<file path="src/sparse_cluster_defines.svh">
`ifndef SPARSE_CLUSTER_DEFINES_SVH
`define SPARSE_CLUSTER_DEFINES_SVH

//////////////////////////////
// Write bus and chunk sizing
//////////////////////////////

// Sparsemap bits and byte lanes per write beat
`define BUS_SIZE 8

// Elements held by one chunk
`define MEM_SIZE 32

// Sparsemap bits per read segment equal the bus width
`define PREFIX_SUM_SIZE 8

//////////////////////////////
// Cluster and output sizing
//////////////////////////////

`define COMPUTE_UNIT_NUM 4
`define OUTPUT_BUF_NUM 4

// Accumulator width
`define OUTPUT_BUF_SIZE 24

`endif

</file>
<file path="src/sparse_cluster_pkg.sv">
`include "sparse_cluster_defines.svh"

package sparse_cluster_pkg;

	// One beat of sparsemap or one read segment
	typedef logic [`BUS_SIZE-1:0] sparsemap_beat_t;

	// Packed nonzero bytes of one beat with lane 0 first
	typedef logic [`BUS_SIZE-1:0][7:0] data_beat_t;

	typedef logic signed [7:0] elem_t;

	typedef logic [$clog2(`MEM_SIZE/`BUS_SIZE)-1:0] beat_idx_t;

	// Wide enough to hold a full chunk of segments
	typedef logic [$clog2(`MEM_SIZE/`BUS_SIZE):0] seg_cnt_t;

	typedef logic [$clog2(`COMPUTE_UNIT_NUM)-1:0] unit_idx_t;
	typedef logic [$clog2(`OUTPUT_BUF_NUM)-1:0] obuf_idx_t;

	typedef logic signed [`OUTPUT_BUF_SIZE-1:0] acc_t;

	// One write beat into a chunk buffer
	typedef struct packed {
		logic valid;
		beat_idx_t beat_idx;
		sparsemap_beat_t sparsemap;
		data_beat_t data;
		logic bank_sel;
	} chunk_wr_t;

	typedef enum logic [1:0] {
		IDLE,
		SCAN,
		DRAIN,
		DONE
	} mac_state_e;

endpackage

</file>
<file path="src/sparse_chunk_buf.sv">
`timescale 1ns/1ps
`include "sparse_cluster_defines.svh"

module sparse_chunk_buf import sparse_cluster_pkg::*; #(
	 localparam BEAT_NUM = `MEM_SIZE/`BUS_SIZE
	,localparam ADDR_W = $clog2(`MEM_SIZE)
	,localparam LANE_W = $clog2(`BUS_SIZE)
)(
	 input logic clk_i
	,input logic reset_i

	,input chunk_wr_t wr_i

	,input logic rd_sel_i
	,input beat_idx_t rd_seg_i
	,input logic [ADDR_W-1:0] rd_addr_i

	,output sparsemap_beat_t rd_sparsemap_o
	,output elem_t rd_data_o
);

	// Two banks, one beat of sparsemap per entry
	sparsemap_beat_t smap_q [2][BEAT_NUM];

	// Two banks of packed nonzero bytes
	elem_t data_q [2][`MEM_SIZE];

	//////////////////////////////
	// Write side
	//////////////////////////////

	// Cleared so an unwritten chunk gives no matches
	always_ff @(posedge clk_i) begin
		if (reset_i) begin
			for (int b = 0; b < 2; b++) begin
				for (int s = 0; s < BEAT_NUM; s++) begin
					smap_q[b][s] <= '0;
				end
			end
		end else if (wr_i.valid) begin
			smap_q[wr_i.bank_sel][wr_i.beat_idx] <= wr_i.sparsemap;
		end
	end

	// Byte lanes land at the beat base address
	always_ff @(posedge clk_i) begin
		if (wr_i.valid) begin
			for (int l = 0; l < `BUS_SIZE; l++) begin
				data_q[wr_i.bank_sel][{wr_i.beat_idx, LANE_W'(l)}] <= wr_i.data[l];
			end
		end
	end

	//////////////////////////////
	// Read side
	//////////////////////////////

	// Segment k is beat k since both widths match
	assign rd_sparsemap_o = smap_q[rd_sel_i][rd_seg_i];

	assign rd_data_o = data_q[rd_sel_i][rd_addr_i];

endmodule

</file>
<file path="src/sparse_mac_engine.sv">
`timescale 1ns/1ps
`include "sparse_cluster_defines.svh"

module sparse_mac_engine import sparse_cluster_pkg::*; #(
	 localparam ADDR_W = $clog2(`MEM_SIZE)
	,localparam LANE_W = $clog2(`PREFIX_SUM_SIZE)
)(
	 input logic clk_i
	,input logic reset_i

	,input logic run_valid_i
	,input logic chunk_start_i
	,input seg_cnt_t rd_sparsemap_num_i
	,input obuf_idx_t acc_buf_sel_i
	,input obuf_idx_t out_buf_sel_i

	,input sparsemap_beat_t ifm_sparsemap_i
	,input sparsemap_beat_t filter_sparsemap_i
	,input elem_t ifm_data_i
	,input elem_t filter_data_i

	,output beat_idx_t rd_seg_o
	,output logic [ADDR_W-1:0] ifm_rd_addr_o
	,output logic [ADDR_W-1:0] filter_rd_addr_o
	,output logic chunk_end_o
	,output acc_t out_buf_dat_o
);

	mac_state_e state_q;
	beat_idx_t seg_q;
	seg_cnt_t seg_num_q;
	obuf_idx_t acc_sel_q;
	sparsemap_beat_t mask_q;
	logic mask_ld_q;
	logic chunk_end_q;

	sparsemap_beat_t cur_mask;
	sparsemap_beat_t pick;
	sparsemap_beat_t mask_nxt;
	logic seg_done;
	logic last_seg;
	logic issue;
	logic [LANE_W-1:0] ifm_lane;
	logic [LANE_W-1:0] filter_lane;

	// Pipeline
	logic op_vld_q;
	logic prod_vld_q;
	elem_t ifm_op_q;
	elem_t filter_op_q;
	logic signed [15:0] prod_q;

	acc_t obuf_q [`OUTPUT_BUF_NUM];

	// Prefix sum of the map bits below the picked position
	function automatic logic [LANE_W-1:0] bits_below(
		input sparsemap_beat_t map,
		input sparsemap_beat_t sel
	);
		logic [LANE_W-1:0] cnt;
		logic found;
		cnt = '0;
		found = 1'b0;
		for (int i = 0; i < `PREFIX_SUM_SIZE; i++) begin
			if (sel[i]) begin
				found = 1'b1;
			end else if (!found && map[i]) begin
				cnt = cnt + 1'b1;
			end
		end
		return cnt;
	endfunction

	//////////////////////////////
	// Match selection
	//////////////////////////////

	// Fresh segment takes the AND straight from the buffers
	assign cur_mask = mask_ld_q ? mask_q : (ifm_sparsemap_i & filter_sparsemap_i);

	// Lowest set bit
	assign pick = cur_mask & (~cur_mask + 1'b1);
	assign mask_nxt = cur_mask & ~pick;
	assign seg_done = (mask_nxt == '0);
	assign last_seg = ({1'b0, seg_q} + seg_cnt_t'(1)) >= seg_num_q;
	assign issue = (state_q == SCAN) && (cur_mask != '0);

	assign ifm_lane = bits_below(ifm_sparsemap_i, pick);
	assign filter_lane = bits_below(filter_sparsemap_i, pick);

	assign rd_seg_o = seg_q;
	assign ifm_rd_addr_o = {seg_q, ifm_lane};
	assign filter_rd_addr_o = {seg_q, filter_lane};

	//////////////////////////////
	// Control FSM
	//////////////////////////////

	always_ff @(posedge clk_i) begin
		if (reset_i) begin
			state_q <= IDLE;
			seg_q <= '0;
			seg_num_q <= '0;
			acc_sel_q <= '0;
			mask_q <= '0;
			mask_ld_q <= 1'b0;
			chunk_end_q <= 1'b0;
		end else if (chunk_start_i) begin
			state_q <= SCAN;
			seg_q <= '0;
			seg_num_q <= rd_sparsemap_num_i;
			acc_sel_q <= acc_buf_sel_i;
			mask_ld_q <= 1'b0;
			chunk_end_q <= 1'b0;
		end else if (run_valid_i) begin
			case (state_q)
				SCAN: begin
					if (seg_done) begin
						mask_ld_q <= 1'b0;
						if (last_seg) begin
							state_q <= DRAIN;
						end else begin
							seg_q <= seg_q + 1'b1;
						end
					end else begin
						mask_q <= mask_nxt;
						mask_ld_q <= 1'b1;
					end
				end
				// Last product is added on the same edge
				DRAIN: begin
					if (!op_vld_q) begin
						state_q <= DONE;
						chunk_end_q <= 1'b1;
					end
				end
				default: begin
				end
			endcase
		end
	end

	assign chunk_end_o = chunk_end_q;

	//////////////////////////////
	// Multiply and accumulate
	//////////////////////////////

	always_ff @(posedge clk_i) begin
		if (reset_i) begin
			op_vld_q <= 1'b0;
			prod_vld_q <= 1'b0;
		end else if (run_valid_i) begin
			op_vld_q <= issue;
			prod_vld_q <= op_vld_q;
		end
	end

	always_ff @(posedge clk_i) begin
		if (run_valid_i) begin
			if (issue) begin
				ifm_op_q <= ifm_data_i;
				filter_op_q <= filter_data_i;
			end
			if (op_vld_q) begin
				prod_q <= ifm_op_q * filter_op_q;
			end
		end
	end

	always_ff @(posedge clk_i) begin
		if (reset_i) begin
			for (int b = 0; b < `OUTPUT_BUF_NUM; b++) begin
				obuf_q[b] <= '0;
			end
		end else if (run_valid_i && prod_vld_q) begin
			obuf_q[acc_sel_q] <= obuf_q[acc_sel_q] + acc_t'(prod_q);
		end
	end

	assign out_buf_dat_o = obuf_q[out_buf_sel_i];

endmodule

</file>
<file path="src/compute_unit_top.sv">
`timescale 1ns/1ps
`include "sparse_cluster_defines.svh"

module compute_unit_top import sparse_cluster_pkg::*; #(
	 localparam ADDR_W = $clog2(`MEM_SIZE)
)(
	 input logic clk_i
	,input logic reset_i

	,input chunk_wr_t ifm_wr_i
	,input chunk_wr_t filter_wr_i
	,input logic ifm_rd_sel_i
	,input logic filter_rd_sel_i

	,input logic run_valid_i
	,input logic chunk_start_i
	,input seg_cnt_t rd_sparsemap_num_i
	,input obuf_idx_t acc_buf_sel_i
	,input obuf_idx_t out_buf_sel_i

	,output logic chunk_end_o
	,output acc_t out_buf_dat_o
);

	// Read paths between buffers and engine
	beat_idx_t rd_seg;
	logic [ADDR_W-1:0] ifm_rd_addr;
	logic [ADDR_W-1:0] filter_rd_addr;
	sparsemap_beat_t ifm_sparsemap;
	sparsemap_beat_t filter_sparsemap;
	elem_t ifm_data;
	elem_t filter_data;

	sparse_chunk_buf u_ifm_buf (
		 .clk_i
		,.reset_i
		,.wr_i(ifm_wr_i)
		,.rd_sel_i(ifm_rd_sel_i)
		,.rd_seg_i(rd_seg)
		,.rd_addr_i(ifm_rd_addr)
		,.rd_sparsemap_o(ifm_sparsemap)
		,.rd_data_o(ifm_data)
	);

	sparse_chunk_buf u_filter_buf (
		 .clk_i
		,.reset_i
		,.wr_i(filter_wr_i)
		,.rd_sel_i(filter_rd_sel_i)
		,.rd_seg_i(rd_seg)
		,.rd_addr_i(filter_rd_addr)
		,.rd_sparsemap_o(filter_sparsemap)
		,.rd_data_o(filter_data)
	);

	sparse_mac_engine u_mac_engine (
		 .clk_i
		,.reset_i
		,.run_valid_i
		,.chunk_start_i
		,.rd_sparsemap_num_i
		,.acc_buf_sel_i
		,.out_buf_sel_i
		,.ifm_sparsemap_i(ifm_sparsemap)
		,.filter_sparsemap_i(filter_sparsemap)
		,.ifm_data_i(ifm_data)
		,.filter_data_i(filter_data)
		,.rd_seg_o(rd_seg)
		,.ifm_rd_addr_o(ifm_rd_addr)
		,.filter_rd_addr_o(filter_rd_addr)
		,.chunk_end_o
		,.out_buf_dat_o
	);

endmodule

</file>
<file path="config.mk">
export PLATFORM = sky130hd
export DESIGN_NAME = compute_unit_top
export DESIGN_NICKNAME = d
export VERILOG_FILES = /design/src/sparse_cluster_pkg.sv /design/src/sparse_chunk_buf.sv /design/src/sparse_mac_engine.sv /design/src/compute_unit_top.sv
export VERILOG_INCLUDE_DIRS = /design/src
export SDC_FILE = /design/constraint.sdc
export NUM_CORES = 2
export LEC_CHECK = 0
export BUFFER_PORTS_ARGS = -buffer_cell sky130_fd_sc_hd__buf_2
export CAP_MARGIN = 20
export CORE_MARGIN = 5
export CORE_UTILIZATION = 45
export DETAILED_ROUTE_END_ITERATION = 8
export PLACE_DENSITY = 0.58
export SLEW_MARGIN = 15
export SYNTH_ARGS = -nofsm -noshare
export SYNTH_HDL_FRONTEND = slang
export SYNTH_SLANG_ARGS = --single-unit
</file>
<file path="constraint.sdc">
create_clock -name clk_i -period 11.77 [get_ports clk_i]
set_input_delay 2.354 -clock clk_i [delete_from_list [all_inputs] [get_ports clk_i]]
set_output_delay 2.354 -clock clk_i [all_outputs]
set_load 0.1 [all_outputs]
</file>
Word level (Yosys, flattened, before mapping). Memories as Yosys holds them, arrays and structs flattened. A register that Yosys moved wholly into a read port is not among the register bits. Index checks and enable logic that the tools add are counted.

Add/subtract/negate cells: 18. Multipliers: 1. Div/mod/pow operators: 0. $lt $le $gt $ge: 40. Equal/unequal tests: 8. Shifts and indexed selects: 0. Mux-type cells: 3717. Bitwise operators: 3614. Reductions and logical operators: 58.

Operator list (number): 256-bit 2-to-1 mux (16); 1-bit 2-to-1 mux (3609); 1-bit OR (3584); 8-bit demux with 5-bit select (16); 8-bit 2-to-1 mux (27); 32-bit 2-to-1 mux (6); 6-bit greater-or-equal comparator, second input constant (18); 5-bit NOT with 6-bit output (18); 6-bit by 1-bit less-than comparator with 1-bit output, second input constant (16); 3-bit 2-to-1 mux (29); 8-bit binary-select mux with 5-bit select (2); 32-bit OR reduction (2); 3-bit by 1-bit adder with 3-bit output, second input constant (14); 1-bit logical AND (34); 8-bit binary-select mux with 2-bit select (2); 8-bit demux with 2-bit select (2); 24-bit by 16-bit adder with 24-bit output (1); 8-bit bitwise AND (3); 24-bit 2-to-1 mux (1); 24-bit OR reduction (1); 8-bit by 8-bit multiplier with 16-bit output (1); 8-bit NOT (2); 2-bit 2-to-1 mux (6); 5-bit AND reduction (2); other kinds (24) (44).

Flip-flop bits (word level): 53. Bits in latches: 0. RAM bits: 1248. ROM bits: 0. Output and inout bits: 25. Logic and storage cells: 7474. Memories kept: 5.

Memories: u_filter_buf.data_q (depth 2, bits a word 256, rd ports 1, clocked after Yosys merged registers in 0, write ports 1, line sparse_chunk_buf.sv:26) `` elem_t data_q [2][`MEM_SIZE]; ``; u_ifm_buf.data_q (depth 2, bits a word 256, rd ports 1, clocked after Yosys merged registers in 0, write ports 1, line sparse_chunk_buf.sv:26); u_mac_engine.obuf_q (depth 4, bits a word 24, rd ports 2, clocked after Yosys merged registers in 1, write ports 4, line sparse_mac_engine.sv:53) `` acc_t obuf_q [`OUTPUT_BUF_NUM]; ``; u_filter_buf.smap_q (depth 2, bits a word 32, rd ports 1, clocked after Yosys merged registers in 0, write ports 2, line sparse_chunk_buf.sv:23) `sparsemap_beat_t smap_q [2][BEAT_NUM];`; u_ifm_buf.smap_q (depth 2, bits a word 32, rd ports 1, clocked after Yosys merged registers in 0, write ports 2, line sparse_chunk_buf.sv:23).

Depth between registers and ports, before layout.
Word-level depth: 36. Gate-level depth with buffers: 34. Mapped depth without buffers: 30.

Modules after synthesis. Synthesis repeated with hierarchy kept, for this count alone.

Cell total of the unflattened synthesis: 3716. Area, all modules: 60643.2 um^2.

Modules (own cells, without submodules): sparse_chunk_buf at u_ifm_buf (instances 1, cells an instance 1326, area an instance 24611.1 um^2); sparse_chunk_buf at u_filter_buf (instances 1, cells an instance 1334, area an instance 24459.7 um^2); sparse_mac_engine (instances 1, cells an instance 1056, area an instance 11572.3 um^2).

Worst setup path after synthesis. Ideal clock, no wire load.

Kind: in2reg. Start point: input port ifm_rd_sel_i. End point: register u_mac_engine.filter_op_q[1], data pin. Arrival: 8.686 ns. Data required time: 11.514 ns. Path slack: 2.828 ns. Stages: 31. Path buffers: 4. Path through: buf_6 > buf_6 > mux4_2 > nand2_1 > o22ai_1 > clkbuf_1 > a21oi_1 > ha_1 > o21a_1 > ha_1 > a221o_1 > ha_1 > inv_1 > a21oi_1 > ha_1 > nand2_1 > nand2b_1 > ha_1 > o22a_1 > ha_1 > mux2_2 > ha_1 > nand4_1 > xor2_1 > xnor2_1 > nand3_1 > nor3_1 > clkbuf_1 > a22oi_1 > and4_1 > a41o_1.

Cells in the longest elaborated chain, start to end: 36. Elaborated cells between the ends (all ways): 56. Classes of those cells: add/sub (8); mux (29); bitwise (4); reduce/logical (14); memory (1).

Ends and longest elaborated chain: from (decl) (line compute_unit_top.sv:12) `,input logic ifm_rd_sel_i`; memory read 2 x 32 bit *; 8-bit binary-select mux with 2-bit select * (line sparse_chunk_buf.sv:59) `assign rd_sparsemap_o = smap_q[rd_sel_i][rd_seg_i];`; 8-bit 2-to-1 mux (not written as such) * (2 in series) (line sparse_chunk_buf.sv:59); 8-bit bitwise AND * (line sparse_mac_engine.sv:79) `assign cur_mask = mask_ld_q ? mask_q : (ifm_sparsemap_i & filter_sparsemap_i);`; 8-bit 2-to-1 mux * (line sparse_mac_engine.sv:79); 8-bit NOT (line sparse_mac_engine.sv:82) `assign pick = cur_mask & (~cur_mask + 1'b1);`; 8-bit by 1-bit adder with 8-bit output (line sparse_mac_engine.sv:82); 8-bit bitwise AND * (line sparse_mac_engine.sv:82); branches (longest 22 deep; another with 3-bit by 1-bit adder with 3-bit output); 3-bit 2-to-1 mux * (line sparse_mac_engine.sv:65) `if (sel[i]) begin`; 5-bit NOT with 6-bit output (not written as such) * (line sparse_chunk_buf.sv:61) `assign rd_data_o = data_q[rd_sel_i][rd_addr_i];`; 8-bit binary-select mux with 5-bit select * (line sparse_chunk_buf.sv:61); 8-bit 2-to-1 mux (not written as such) * (2 in series) (line sparse_chunk_buf.sv:61); net filter_data[1] (line compute_unit_top.sv:32) `elem_t filter_data;`; to (signal assigned) (line sparse_mac_engine.sv:163) `filter_op_q <= filter_data_i;`; to (decl) (line sparse_mac_engine.sv:50) `elem_t filter_op_q;`.

Mark *: on every way through the listed nets, which the timed path passes. The select of a mux whose other input is x is not followed. A chain may end at the register's enable or synchronous reset.

Final worst setup path.
Start point: input port ifm_rd_sel_i. End point: register u_mac_engine.ifm_op_q[1], data pin.

Cells in the longest elaborated chain, start to end: 36. Elaborated cells between the ends (all ways): 58. Classes of those cells: add/sub (8); mux (30); bitwise (4); reduce/logical (14); memory (2).

Ends and longest elaborated chain: branches (longest 33 deep; another with memory read 2 x 32 bit); 8-bit binary-select mux with 5-bit select * (line sparse_chunk_buf.sv:61); 8-bit 2-to-1 mux (not written as such) * (2 in series) (line sparse_chunk_buf.sv:61); net ifm_data[1] (line compute_unit_top.sv:31) `elem_t ifm_data;`; to (signal assigned) (line sparse_mac_engine.sv:162) `ifm_op_q <= ifm_data_i;`; to (decl) (line sparse_mac_engine.sv:49) `elem_t ifm_op_q;`.

Marked as above.

==> results.yml <==
global_route:
  groute.usage.overall_pct: 22.8
  largest_net_degree_at_the_start_of_global_routing: 126
  grt_pass1_vias: 38780
  grt_antenna_before_repair: 8
  grt_pass1_wl_um: 251000
  gr-total-overflow: 0
floorplanning:
  die_area_um2: 145000
  core_area_um2: 137000
  dieHeight_um: 380
  start_util_pct: 45.1
  floorplan.io_pins: 190
  die_w_um: 380
  num_rows: 136
clock_network:
  buffers_inserted_during_post_cts_setup_optimization: 0
  cts_inserted_buffers: 145
  clkTransAtPathRegs_ns: 0.06
  cts_root_buffer: "clkbuf_16"
  cts_hold_repair.buffers: 0
  clk-insertion-delay-late_ns: 0.78
  max_buffers_root_to_sink: 3
  cts-resized-gates: 0
  cts_num_sinks: 1302
  cts_tree: "yes"
  htree_levels: 4
sta:
  final_hold_slack_ns: 0.491
  max-slew-margin-rel_pct: 28.6
  fmax_ghz: 0.105
  timing.setup.tns_ns: 0
  hold_violations: 0
  max_slew.worst_pin.slew_ns: 1.07
  finalWorstPathRequiredPeriod_ns: 9.53
  finalCritPeriodShare_pct: 81.0
  setup_violations: 0
  maxSlewViolCount: 0
  rsz0062_at_grt: "no"
  finalClockSkew_ns: 0.0403
routing:
  vias_per_cell: 5.95
  wl_met1_um: 72000
  dr_total_vias: 38443
  wl_met3_um: 11800
  detail-route-antenna-nets: 0
  dr.pass1.iters: 5
  routedWlPerCell_um: 26.0
  initialDrtViolationCount: 3383
  routed-wl-met2_um: 80500
  postRouteWirelength_um: 168000
  drc_errors: 0
  top_signal_layer_used: "met5"
worst_setup_path:
  ff2ff_path_depth: 32
  crit_path_max_incr_delay_ns: 0.82
  endpoint_kind: "flip-flop"
  ff2ff_setup_slack_ns: 3.55
  critical-path-top-cell-by-count: "ha_1"
  r2r_start: "u_mac_engine.rd_seg_o[0]$_SDFFE_PP0P_"
  timing_worst_setup_path_type: "input port to flip-flop"
  critPathRequiredTime_ns: 12.41
  regToRegEndpoint: "u_mac_engine.ifm_op_q[1]$_DFFE_PP_"
  critical_path.slowest_cell: "xnor2_2"
  cell_class_contributing_the_biggest_share_of_worst_path_delay: "adder cells"
  cp.buffers_inverters: 4
  maximum_fanout_along_the_worst_path: 26
  setup.worst_path.start_class: "input port"
  worstPathArrival_ns: 10.17
final_layout:
  multi_input_gate_area_in_the_final_layout_um2: 21200
  finish.utilization_pct: 50.5
  nets: 4845
  nFillCells: 11640
  area.growth.synth_to_final_pct: 12.0
  design_area_um2: 69100
  layout.cells.most_common_list: "1280 x edfxtp_1, 467 x a21o_1, 338 x nand2_1"
  final_common_cell: "edfxtp_1"
  share_of_cells_above_drive_strength_1_pct: 14.9
  seqCellArea_um2: 38900
power_and_ir_drop:
  power.share.clock_pct: 31.8
  p_switching_mw: 4.40
  switching_share_pct: 31.6
  ir_worst_vdd_uv: 194
  power.internal_mw: 9.55
  p_comb_share_pct: 28.7
  leakage_nw: 26.4
  totalPowerFinal_mw: 13.9
  power.density_nw_per_um2: 202
  power.sequential.fraction_pct: 39.5
yosys:
  yosys_warnings: 0
  synth_top_area_cell: "edfxtp_1"
  yosysUniqueCellTypes: 92
  post_synth_main_area_contributors: "edfxtp_1 62%, a21o_1 5.7%, mux2i_1 5.3%"
  netlist_area_um2: 61700
  average_instance_area_after_synthesis_um2: 13.9
  synth_top_area_share_pct: 62.3
  synth-async-reset-ratio_pct: 0
  yosys_most_used_dff: "edfxtp_1"
  synth_seq_area_share_pct: 63.0
  synth.ff_latch_count: 1302
  post_synth_inst_count: 4431
  synth_enable_flop_cells: 1280
  synthesis.nets: 4722
hold_path:
  worst_hold_startpoint: "u_mac_engine.mask_q[1]$_SDFFE_PP0P_"
  worstHoldPathType: "flip-flop to flip-flop"
  worstHoldPathCells: 2
  hold_endpoint: "u_mac_engine.mask_q[1]$_SDFFE_PP0P_"
place:
  gpl.final_weighted_congestion: 0.835
  dpl-instance-area_um2: 64500
  hpwl_um: 107000
  place.port_buffers: 189
flow_run:
  number_of_violations_of_the_max_capacitance_limit: 0
run_status:
  result_of_the_run: "completed"
## state kept, by name, summed over array words and instances, names as in the netlist, 3 cells and up, named ones only
signal,cells
u_mac_engine.prod_q,16
u_ifm_buf.data_q,512
u_mac_engine.mask_q,7
u_ifm_buf.smap_q,64
u_filter_buf.data_q,512
u_mac_engine.obuf_q,96
u_mac_engine.ifm_op_q,8
u_filter_buf.smap_q,64
u_mac_engine.seg_num_q,3
u_mac_engine.filter_op_q,8
## tightest hold or removal path: cells and delay by family, from the launching register on
kind             cells  cell delay (ns)
DFF                  1             0.32
and+or+nand+nor      1             0.08
muxes                1             0.06
## worst max-delay path by stage
stage / start / end / cells after the start
final: ifm_rd_sel_i / u_mac_engine.ifm_op_q[1]$_DFFE_PP_ / 33
after global routing: ifm_rd_sel_i / u_mac_engine.ifm_op_q[1]$_DFFE_PP_ / 33
after detailed placement: ifm_rd_sel_i / u_mac_engine.ifm_op_q[1]$_DFFE_PP_ / 33
after global placement: ifm_rd_sel_i / u_mac_engine.ifm_op_q[1]$_DFFE_PP_ / 33
after floorplan: ifm_rd_sel_i / u_mac_engine.filter_op_q[1]$_DFFE_PP_ / 31
after CTS: ifm_rd_sel_i / u_mac_engine.ifm_op_q[1]$_DFFE_PP_ / 33
## power groups by stage
stage          Combinational [mW]  Sequential, mW  Clock, mW
2_1_floorplan                3.03            5.56          0
3_3_place_gp                 3.99            5.60          0
3_5_place_dp                 4.02            5.61          0
4_1_cts                      4.04            5.51       4.52
5_1_grt                      4.41            5.52       4.71
6_report                     4.00            5.51       4.44
## per-stage QoR
stage,std cells,worst slack [ns]
floorplan,4431,2.83
global placement,6200,1.55
detailed placement,6200,1.46
CTS,6458,2.27
global route,6460,1.73
finish,6462,2.24
## cells in the mapped netlist (9+ instances only)
master	n
edfxtp_1	1280
a21o_1	467
nand2_1	339
mux2i_1	324
nor2_1	280
clkbuf_1	204
a22oi_1	136
inv_1	136
mux4_2	127
nand3_1	95
a21oi_1	91
nor2b_1	77
ha_1	70
and2_1	63
fa_1	56
nand4_1	49
xnor2_1	38
and3_1	35
o21ai_0	34
buf_1	31
buf_2	30
o22ai_1	29
nand2b_1	28
nor3_1	28
o21ai_1	24
dfxtp_1	22
buf_6	21
or3_1	21
o221ai_1	20
xor2_1	19
a2111oi_0	16
a31oi_1	16
a32oi_1	16
nor4_1	15
buf_4	14
o31ai_1	14
mux2_2	13
a211oi_1	11
o21a_1	10
or2_2	9
## final cells by class
class / instances / area share, %
diodes: 3 / 0.0109
clock buffers: 183 / 5.55
clock inverters: 75 / 1.15
inverters: 140 / 0.760
multi-input cells: 2688 / 30.6
flip-flops and latches: 1302 / 56.2
well taps: 1794 / 3.25
repair buffers: 277 / 2.42
## cells by family (layout without fill, tap and decap cells)
group,count (synthesis),after routing,synth area share [%]
AO/OA/AOI/OAI,966,966,11.4
AND/OR/NAND/NOR,1065,1065,8.16
XOR/XNOR,60,60,0.918
buffers and inverters,441,675,3.09
adder cells (fa/ha/maj),127,127,3.25
other,0,3,0
flip-flops,1302,1302,63.0
multiplexers,470,470,10.2
## routing by layer
| metal | global-route usage, % | vias up |
|---|---|---|
| met5 | 0 | - |
| met4 | 6.03 | 2 |
| met3 | 4.11 | 238 |
| met2 | 37.2 | 1441 |
| met1 | 31.9 | 19561 |
| li1 | - | 17201 |
No activity file was read; power rests on OpenSTA's default activity.
